## src/hw/tag_pkg.sv

```systemverilog
/*
 * Tag tracker shared types
 * Tag width, request opcodes and the request, outbound, response and completion words
 */
package tag_pkg;

    // Tag width allows up to 64 tags
    localparam int TAG_BITS = 6;

    typedef logic [TAG_BITS-1:0] tag_t;

    // Request kinds
    typedef enum logic [1:0]
    {
        OP_READ  = 2'd0,
        OP_WRITE = 2'd1,
        OP_FENCE = 2'd2
    } opcode_t;

    // Incoming request, also the heap data word (42 bits)
    typedef struct packed
    {
        opcode_t     opcode;
        logic [31:0] addr;
        logic [7:0]  user;
    } req_meta_t;

    // Outbound request carries the tag, not the user field (40 bits)
    typedef struct packed
    {
        tag_t        tag;
        opcode_t     opcode;
        logic [31:0] addr;
    } out_req_t;

    // Response from the target (38 bits)
    typedef struct packed
    {
        tag_t        tag;
        logic [31:0] data;
    } rsp_t;

    // Completion joins stored metadata and response data (74 bits)
    typedef struct packed
    {
        req_meta_t   meta;
        logic [31:0] data;
    } cpl_t;

endpackage

```

## src/hw/simple_ram.sv

```systemverilog
/*
 * Simple dual-port RAM
 * One write port, one read port, read data registered one cycle after the address
 */
`timescale 1ns/1ps

module simple_ram
#(
    parameter int DEPTH = 16,
    parameter int WIDTH = 8
)
(
    input  logic                     clk,

    input  logic                     wen,
    input  logic [$clog2(DEPTH)-1:0] waddr,
    input  logic [WIDTH-1:0]         wdata,

    input  logic [$clog2(DEPTH)-1:0] raddr,
    output logic [WIDTH-1:0]         rdata
);

    // Storage array, no reset
    logic [WIDTH-1:0] mem [0:DEPTH-1];

    always_ff @(posedge clk)
    begin
        if (wen)
        begin
            mem[waddr] <= wdata;
        end

        // Read during write returns the old word
        rdata <= mem[raddr];
    end

endmodule

```

## src/hw/tag_heap.sv

```systemverilog
/*
 * Tag heap
 * Hands out free tags from twin round-robin free lists and stores request
 * metadata under each tag until the response frees it
 */
`timescale 1ns/1ps

module tag_heap
    import tag_pkg::*;
#(
    parameter int N_TAGS         = 16,
    parameter int MIN_FREE_SLOTS = 1
)
(
    input  logic      clk,
    input  logic      reset,

    input  logic      alloc_en,
    input  req_meta_t alloc_data,
    output logic      alloc_ok,
    output tag_t      alloc_tag,

    input  tag_t      read_tag,
    output req_meta_t read_meta,

    input  logic      free_en,
    input  tag_t      free_tag
);

    localparam int IDX_BITS = $clog2(N_TAGS);

    typedef logic [IDX_BITS-1:0] idx_t;
    typedef logic [IDX_BITS:0]   cnt_t;

    // ==================================================================
    // Metadata store
    // ==================================================================

    // Written at allocation, read by the match stage
    simple_ram #(.DEPTH(N_TAGS), .WIDTH($bits(req_meta_t))) meta_ram
    (
        .clk   (clk),
        .wen   (alloc_en),
        .waddr (alloc_tag[IDX_BITS-1:0]),
        .wdata (alloc_data),
        .raddr (read_tag[IDX_BITS-1:0]),
        .rdata (read_meta)
    );

    // ==================================================================
    // Prefetch queue of ready tags
    // ==================================================================

    logic       pop_free;
    logic       free_idx_avail;
    idx_t       next_free_idx;
    idx_t       pf_data [0:1];
    logic [1:0] pf_count;
    logic       pf_wr_slot;

    // Pull from the free list whenever a slot is open
    assign pop_free   = (pf_count != 2'd2) && free_idx_avail;
    assign alloc_ok   = (pf_count != 2'd0);
    assign alloc_tag  = tag_t'(pf_data[0]);
    // Slot 1 only when one entry stays put
    assign pf_wr_slot = (pf_count == 2'd1) && !alloc_en;

    always_ff @(posedge clk)
    begin
        if (reset)
        begin
            pf_count <= 2'd0;
        end
        else
        begin
            pf_count <= pf_count + 2'(pop_free) - 2'(alloc_en);
        end

        // Shift on allocate, a new tag then lands in the freed slot
        if (alloc_en)
        begin
            pf_data[0] <= pf_data[1];
        end
        if (pop_free)
        begin
            pf_data[pf_wr_slot] <= next_free_idx;
        end
    end

    // ==================================================================
    // Twin free lists
    // ==================================================================

    // Two heads cover the two-cycle link read, pops alternate between them
    idx_t free_head [0:1];
    idx_t free_head_reg [0:1];
    idx_t free_tail [0:1];
    logic head_rr;
    logic head_rr_q;
    logic head_rr_qq;
    logic tail_rr;
    logic pop_q;
    logic pop_qq;

    logic free_wen;
    idx_t free_wdata;
    idx_t link_rdata;
    idx_t link_next_q;

    logic initialized;
    idx_t init_idx;
    logic free_q;
    idx_t free_idx_q;
    cnt_t num_free;

    assign next_free_idx = free_head[head_rr];

    simple_ram #(.DEPTH(N_TAGS), .WIDTH(IDX_BITS)) link_ram
    (
        .clk   (clk),
        .wen   (free_wen),
        .waddr (free_tail[tail_rr]),
        .wdata (free_wdata),
        .raddr (next_free_idx),
        .rdata (link_rdata)
    );

    // Head picks up the link word two cycles after its pop
    always_comb
    begin
        for (int i = 0; i < 2; i++)
        begin
            if (pop_qq && (head_rr_qq == 1'(i)))
                free_head[i] = link_next_q;
            else
                free_head[i] = free_head_reg[i];
        end
    end

    always_ff @(posedge clk)
    begin
        if (reset)
        begin
            pop_q            <= 1'b0;
            pop_qq           <= 1'b0;
            head_rr          <= 1'b0;
            // Tags 0 and 1 start as the list heads
            free_head_reg[0] <= idx_t'(0);
            free_head_reg[1] <= idx_t'(1);
        end
        else
        begin
            pop_q            <= pop_free;
            pop_qq           <= pop_q;
            free_head_reg[0] <= free_head[0];
            free_head_reg[1] <= free_head[1];
            if (pop_free)
                head_rr <= ~head_rr;
        end

        head_rr_q   <= head_rr;
        head_rr_qq  <= head_rr_q;
        // Extra stage on the link read for timing
        link_next_q <= link_rdata;
    end

    // Freed tags are pushed one cycle late
    always_ff @(posedge clk)
    begin
        if (reset)
            free_q <= 1'b0;
        else
            free_q <= free_en;

        free_idx_q <= free_tag[IDX_BITS-1:0];
    end

    // Init walk pushes every tag above the two heads
    assign free_wen   = !initialized || free_q;
    assign free_wdata = initialized ? free_idx_q : init_idx;

    always_ff @(posedge clk)
    begin
        if (reset)
        begin
            free_tail[0] <= idx_t'(0);
            free_tail[1] <= idx_t'(1);
            tail_rr      <= 1'b0;
        end
        else if (free_wen)
        begin
            free_tail[tail_rr] <= free_wdata;
            tail_rr            <= ~tail_rr;
        end
    end

    // ==================================================================
    // Init walk and free count
    // ==================================================================

    always_ff @(posedge clk)
    begin
        if (reset)
        begin
            init_idx       <= idx_t'(2);
            initialized    <= 1'b0;
            num_free       <= '0;
            free_idx_avail <= 1'b0;
        end
        else if (!initialized)
        begin
            init_idx <= init_idx + idx_t'(1);
            if (init_idx == idx_t'(N_TAGS - 1))
            begin
                initialized    <= 1'b1;
                // Two tags stay on the lists so neither head runs dry
                num_free       <= cnt_t'(N_TAGS - 2);
                free_idx_avail <= 1'b1;
            end
        end
        else if (free_q && !pop_free)
        begin
            num_free       <= num_free + cnt_t'(1);
            free_idx_avail <= (num_free + cnt_t'(1)) > cnt_t'(MIN_FREE_SLOTS);
        end
        else if (!free_q && pop_free)
        begin
            num_free       <= num_free - cnt_t'(1);
            free_idx_avail <= (num_free - cnt_t'(1)) > cnt_t'(MIN_FREE_SLOTS);
        end
    end

endmodule

```

## src/hw/req_issue.sv

```systemverilog
/*
 * Request issue stage
 * Allocates a tag per request strobe, stores the metadata, registers the outbound request
 */
`timescale 1ns/1ps

module req_issue
    import tag_pkg::*;
#(
    parameter int N_TAGS = 16
)
(
    input  logic      clk,
    input  logic      reset,

    input  logic      req_valid,
    input  req_meta_t req,

    input  logic      alloc_ok,
    input  tag_t      alloc_tag,
    output logic      alloc_en,
    output req_meta_t alloc_data,

    output logic      req_ready,
    output logic      out_valid,
    output out_req_t  out_req
);

    localparam int IDX_BITS = $clog2(N_TAGS);

    // Ready follows the heap directly
    assign req_ready = alloc_ok;

    // Never pop an empty prefetch
    assign alloc_en   = req_valid && alloc_ok;
    assign alloc_data = req;

    always_ff @(posedge clk)
    begin
        if (reset)
            out_valid <= 1'b0;
        else
            out_valid <= alloc_en;

        // Payload, only the index bits of the tag are live
        out_req.tag    <= tag_t'(alloc_tag[IDX_BITS-1:0]);
        out_req.opcode <= req.opcode;
        out_req.addr   <= req.addr;
    end

endmodule

```

## src/hw/rsp_match.sv

```systemverilog
/*
 * Response match stage
 * Looks up the metadata for a response tag, emits the completion and frees the tag
 */
`timescale 1ns/1ps

module rsp_match
    import tag_pkg::*;
#(
    parameter int N_TAGS = 16
)
(
    input  logic      clk,
    input  logic      reset,

    input  logic      rsp_valid,
    input  rsp_t      rsp,

    output tag_t      read_tag,
    input  req_meta_t read_meta,

    output logic      free_en,
    output tag_t      free_tag,

    output logic      cpl_valid,
    output cpl_t      cpl
);

    localparam int IDX_BITS = $clog2(N_TAGS);

    logic        rsp_valid_q;
    tag_t        rsp_tag_q;
    logic [31:0] rsp_data_q;

    // Heap read issued straight from the response
    assign read_tag = tag_t'(rsp.tag[IDX_BITS-1:0]);

    // Data and valid ride alongside the RAM read, one response per cycle
    always_ff @(posedge clk)
    begin
        if (reset)
            rsp_valid_q <= 1'b0;
        else
            rsp_valid_q <= rsp_valid;

        rsp_tag_q  <= read_tag;
        rsp_data_q <= rsp.data;
    end

    // Metadata arrives now, join it to the data
    assign cpl_valid = rsp_valid_q;
    assign cpl.meta  = read_meta;
    assign cpl.data  = rsp_data_q;

    // Tag goes back to the heap in the completion cycle
    assign free_en  = rsp_valid_q;
    assign free_tag = rsp_tag_q;

endmodule

```

## src/hw/tag_track_top.sv

```systemverilog
/*
 * Request tag tracker top level
 * Issue stage, tag heap and response match stage
 */
`timescale 1ns/1ps

module tag_track_top
    import tag_pkg::*;
#(
    parameter int N_TAGS         = 16,
    parameter int MIN_FREE_SLOTS = 1
)
(
    input  logic      clk,
    input  logic      reset,

    input  logic      req_valid,
    input  req_meta_t req,
    output logic      req_ready,

    output logic      out_valid,
    output out_req_t  out_req,

    input  logic      rsp_valid,
    input  rsp_t      rsp,

    output logic      cpl_valid,
    output cpl_t      cpl
);

    // Issue side of the heap
    logic      alloc_ok;
    tag_t      alloc_tag;
    logic      alloc_en;
    req_meta_t alloc_data;

    // Match side of the heap
    tag_t      read_tag;
    req_meta_t read_meta;
    logic      free_en;
    tag_t      free_tag;

    req_issue #(.N_TAGS(N_TAGS)) u_issue
    (
        .clk        (clk),
        .reset      (reset),
        .req_valid  (req_valid),
        .req        (req),
        .alloc_ok   (alloc_ok),
        .alloc_tag  (alloc_tag),
        .alloc_en   (alloc_en),
        .alloc_data (alloc_data),
        .req_ready  (req_ready),
        .out_valid  (out_valid),
        .out_req    (out_req)
    );

    tag_heap #(.N_TAGS(N_TAGS), .MIN_FREE_SLOTS(MIN_FREE_SLOTS)) u_heap
    (
        .clk        (clk),
        .reset      (reset),
        .alloc_en   (alloc_en),
        .alloc_data (alloc_data),
        .alloc_ok   (alloc_ok),
        .alloc_tag  (alloc_tag),
        .read_tag   (read_tag),
        .read_meta  (read_meta),
        .free_en    (free_en),
        .free_tag   (free_tag)
    );

    rsp_match #(.N_TAGS(N_TAGS)) u_match
    (
        .clk        (clk),
        .reset      (reset),
        .rsp_valid  (rsp_valid),
        .rsp        (rsp),
        .read_tag   (read_tag),
        .read_meta  (read_meta),
        .free_en    (free_en),
        .free_tag   (free_tag),
        .cpl_valid  (cpl_valid),
        .cpl        (cpl)
    );

endmodule

```

## config.mk

```make
export PLATFORM = sky130hd
export DESIGN_NAME = tag_track_top
export DESIGN_NICKNAME = d
export VERILOG_FILES = /design/src/hw/tag_pkg.sv /design/src/hw/simple_ram.sv /design/src/hw/tag_heap.sv /design/src/hw/req_issue.sv /design/src/hw/rsp_match.sv /design/src/hw/tag_track_top.sv
export SDC_FILE = /design/constraint.sdc
export NUM_CORES = 1
export LEC_CHECK = 0
export BUFFER_PORTS_ARGS = -buffer_cell sky130_fd_sc_hd__buf_4
export CAP_MARGIN = 20
export CORE_AREA = 8 8 343 345
export CTS_CLUSTER_DIAMETER = 100
export DETAILED_ROUTE_END_ITERATION = 7
export DIE_AREA = 0 0 351 353
export PLACE_DENSITY = 0.53
export SLEW_MARGIN = 20
export SYNTH_ARGS = -nofsm -noshare
export SYNTH_HDL_FRONTEND = slang
export SYNTH_HIERARCHICAL = 1
export SYNTH_SLANG_ARGS = --single-unit
export TNS_END_PERCENT = 10
```

## constraint.sdc

```tcl
create_clock -name clk -period 12 [get_ports clk]
set_clock_uncertainty 0.05 [all_clocks]
set_input_delay 2.4 -clock clk [delete_from_list [all_inputs] [get_ports clk]]
set_output_delay 2.4 -clock clk [all_outputs]
set_load 0.02 [all_outputs]
```

# After elaboration in Yosys (flattened, before gate mapping)
# Memory sizes are Yosys's and may differ from the RTL's. A register that Yosys moved wholly into a read port is not among the register bits.
# Cells that the tools add are included.
# word_totals
out_inout_bits	117
n_memories	5
register_bits	104
wordCells	94
ram_bits	760
# classes
n_bitwise	6
addsub	5
n_eq_ne	4
n_mux	34
order_cmp	3
n_reduce_logical	16
# mem_list
memory	depth	width	read_ports	rd_clocked_by_memory_dff	write_ports	line	source
u_heap.meta_ram.mem	16	42	1	1	1	simple_ram.sv:24	logic [WIDTH-1:0] mem [0:DEPTH-1];
u_heap.link_ram.mem	16	4	1	1	1	simple_ram.sv:24	
u_heap.free_head_reg	2	4	2	0	2	tag_heap.sv:96	idx_t free_head_reg [0:1];
u_heap.free_tail	2	4	1	1	2	tag_heap.sv:97	idx_t free_tail [0:1];
u_heap.pf_data	2	4	2	0	2	tag_heap.sv:57	idx_t pf_data [0:1];
# op_table
cell	count
4-bit two-way mux	9
1-bit two-way mux	21
5-bit two-way mux	4
5-bit by 1-bit > comparator with 1-bit output (second input constant)	2
1-bit logical AND	7
5-bit by 1-bit adder with 5-bit output (second input constant)	1
5-bit by 1-bit subtractor with 5-bit output (second input constant)	1
4-bit by 1-bit adder with 4-bit output (second input constant)	1
4-bit equality test (second input constant)	1
1-bit zero test	4
2-bit nonzero test	2
4-bit OR reduction	1
3-bit inequality test (second input constant)	1
1-bit inverter	3
2-bit by 1-bit adder with 2-bit output	1
2-bit by 1-bit equality test with 1-bit output (second input constant)	1
2-bit >= comparator (second input constant)	1
2-bit inequality test (second input constant)	1
1-bit inverter with 2-bit output	1
1-bit bitwise OR	2
2-bit AND reduction	1
2-bit by 1-bit subtractor with 2-bit output	1
1-bit logical OR	1

# Longest topological paths before layout
# depth
word_depth	7
ltp_mapped	9
ltp_nobuf	9

# Cells and area by module
# The synthesis kept the hierarchy.
# by_module_without_submodules
module	area_each_um2	cells_each	instances
simple_ram at u_heap.meta_ram	26056.2	1092	1
simple_ram at u_heap.link_ram	2666.3	130	1
tag_heap	2285.9	226	1
rsp_match	1141.1	90	1
req_issue	1137.3	87	1

# Least setup slack after synthesis
# OpenSTA, ideal clock, no wires.
# synth_path
path_type	input -> register
from	input port req_valid
to	memory u_heap/meta_ram/mem[0][0] in the netlist's numbering (enable)
setup_time_ns	0.493
setup_slack_ns	5.431
cell_stages	3
arrival_time_ns	6.026
path_buffers	0
path_cell_list	and2_1 > or3b_2 > nor3_1
# synth_between
elab_chain_len	3
# synth_rtl
item	line	source
start: declaration	tag_track_top.sv:17	input logic req_valid,
1-bit logical AND	req_issue.sv:35	assign alloc_en = req_valid && alloc_ok;
1-bit two-way mux	simple_ram.sv:28	if (wen)
1-bit two-way mux (implied by the code)	simple_ram.sv:30	mem[waddr] <= wdata;
end: declaration	simple_ram.sv:24	
# No other way between the ends.

==> reports/qor.csv <==
metric;value;unit
status;finished clean;
final_area;39100;um^2
rsz0062_at_grt;false;
antenna_found_initial;4;
synthCells;1617;
reg.largest.list;u_heap/meta_ram/mem (672), u_heap/link_ram/mem (64), u_heap/meta_ram/rdata (42);
first_pass_iters;7;
wire_per_inst;21.8;um
dr_wl_met3;4980;um
die_h;353;um
fmax;201;MHz
vias;15500;
coreArea;112000;um^2
hp-start;u_heap/link_ram/rdata[2]$_DFF_P_;
r2r_end;u_heap/meta_ram/mem[0][3]$_DFFE_PP_;
syn_to_final_growth;17.6;%
drv_slew;0;
cts_root_buffer;clkbuf_16;
path_cells;buf_8 > buf_4 > buf_4 > mux4_2 > a22oi_1 > nand2_1;
crit_slowest_cell;buf_4;
top_register;u_heap/meta_ram/mem;
final.setup.worst_slack;7.03;ns
period_share;41.4;%
required;12.52;ns
r2r-start;u_heap/pf_count[1]$_SDFF_PP0_;
cts_hold_buf;0;
placed_area;35800;um^2
final_layout_size_suffix_gt1_share;31.3;%
rows;123;
crit_start;rsp[32];
die_x;351;um
final-hold-violation-count;0;
vdd_drop_max;109;uV
place_ws;6.14;ns
clock_latency;0.68;ns
ff2ff_path_depth;6;
dieArea;124000;um^2
grt_overflow;0;
io_buffers;196;
maxCapViolCount;0;
ios;201;
highest_layer;met5;
min_to;u_heap/link_next_q[2]$_DFF_P_;
post_cts_buffers;0;
power;6940;uW
p_per_area;178;nW/um^2
cp_max_fo;65;
largest_reg_flops;672;
grt_max_degree;70;
rrSetupSlack;9.06;ns
drtIter0Drc;1231;
min_period;4.97;ns
finalSetupViolCount;0;
nets;1872;
post_cts_resized;0;
seqCellArea;25800;um^2
synth.avg_cell_area;20.6;um^2
hold_depth;0;
ys_warn_count;6;
cts_sinks;911;
cts_buffers;99;
hold_path.class;register to register;
crit_type;input port to register;
endpoint_kind;register;
fill_cells;10400;
clk_pin_slew_worst_paths;0.05;ns
grt_pass1_wl;109000;um
drt-met1-wl;31200;um
route.met2.wl;35500;um
grt_usage;11.7;%
multi_input_area;6470;um^2
ant_nets;0;
htreeDepth;3;
drcViolationCount;0;
arrival;5.49;ns
tightest_slew;1.05;ns
cp_slowest_stage_delay;0.76;ns
critPathLaunchType;input port;
static-leakage-power;0.0129;uW
dp_hpwl;37500;um
cp_common_cell;buf_4;
cts_tree;built;
drt-total-wl;73500;um
place.gp.congestion;0.660;
syn_area;33200;um^2
grt_pass1_vias;16900;
vias_per_cell;4.60;
slew_headroom;30.0;%
initial_core_util;29.7;%
tns;0;ns
clockBufferDepth;3;
final_util;34.9;%
-- where the power goes --
| part | switching, uW | internal, uW |
|---|---|---|
| clock network | 1270 | 1700 |
| registers | 35.7 | 3520 |
| logic | 254 | 156 |
| total | 1560 | 5380 |
-- metal layers --
| metal | vias up | track usage, % |
|---|---|---|
| met4 | 2 | 3.78 |
| met3 | 120 | 3.14 |
| met2 | 449 | 19.2 |
| met1 | 8163 | 15.0 |
| met5 | - | 0 |
| li1 | 6758 | - |
-- critical path, delay by kind of cell --
| kind | cells | cell delay [ns] |
|---|---|---|
| buf+inv | 3 | 1.93 |
| mux | 1 | 0.59 |
| compound gates | 1 | 0.26 |
| simple gates | 1 | 0.09 |
-- layout make-up --
| cell class | count | share of cell area (%) |
|---|---|---|
| multi-input combinational | 535 | 16.5 |
| antenna | 2 | 0.0128 |
| sequential | 911 | 65.9 |
| clock inverter | 52 | 1.37 |
| tap | 1500 | 4.80 |
| timing repair buffer | 221 | 4.27 |
| clock buffer | 135 | 6.97 |
| inverter | 13 | 0.125 |
-- how the worst max path moves through the flow --
stage / to / slack [ns] / depth (start not counted)
6_report: u_heap/meta_ram/rdata[17]$_DFF_P_ / 7.03 / 6
5_1_grt: u_heap/meta_ram/rdata[17]$_DFF_P_ / 6.67 / 6
3_5_place_dp: u_heap/meta_ram/rdata[17]$_DFF_P_ / 6.14 / 6
3_3_place_gp: u_heap/meta_ram/rdata[17]$_DFF_P_ / 6.13 / 6
2_1_floorplan: u_heap/meta_ram/mem[0][0]$_DFFE_PP_ / 5.43 / 3
4_1_cts: u_heap/meta_ram/rdata[17]$_DFF_P_ / 6.88 / 6
-- cells in the final DEF, fill, tap and decap left out, types with 5 or more instances in the layout --
cell       count
a21oi_1       13
a22oi_1       88
buf_4        219
clkbuf_1      20
clkbuf_16     99
clkbuf_8      10
clkinv_1      11
clkinv_16      5
clkinv_2      20
dfxtp_1      159
edfxtp_1     752
ha_1           7
inv_1         13
mux2_2         8
mux4_1        14
mux4_2       170
nand2_1       67
nand2b_1       7
nand3_1       25
nand3b_1       5
nor2_1        34
nor2_4        13
nor2b_1       10
nor3_1        13
xnor2_1        8
xor2_1         5
-- metrics by stage --
stage	instances	hold slack, ns
floorplan	1618	0.260
global placement	3180	0.264
detailed placement	3180	0.262
CTS	3367	0.276
global route	3367	0.282
finish	3369	0.274
Power figures use the tool's default switching activity.
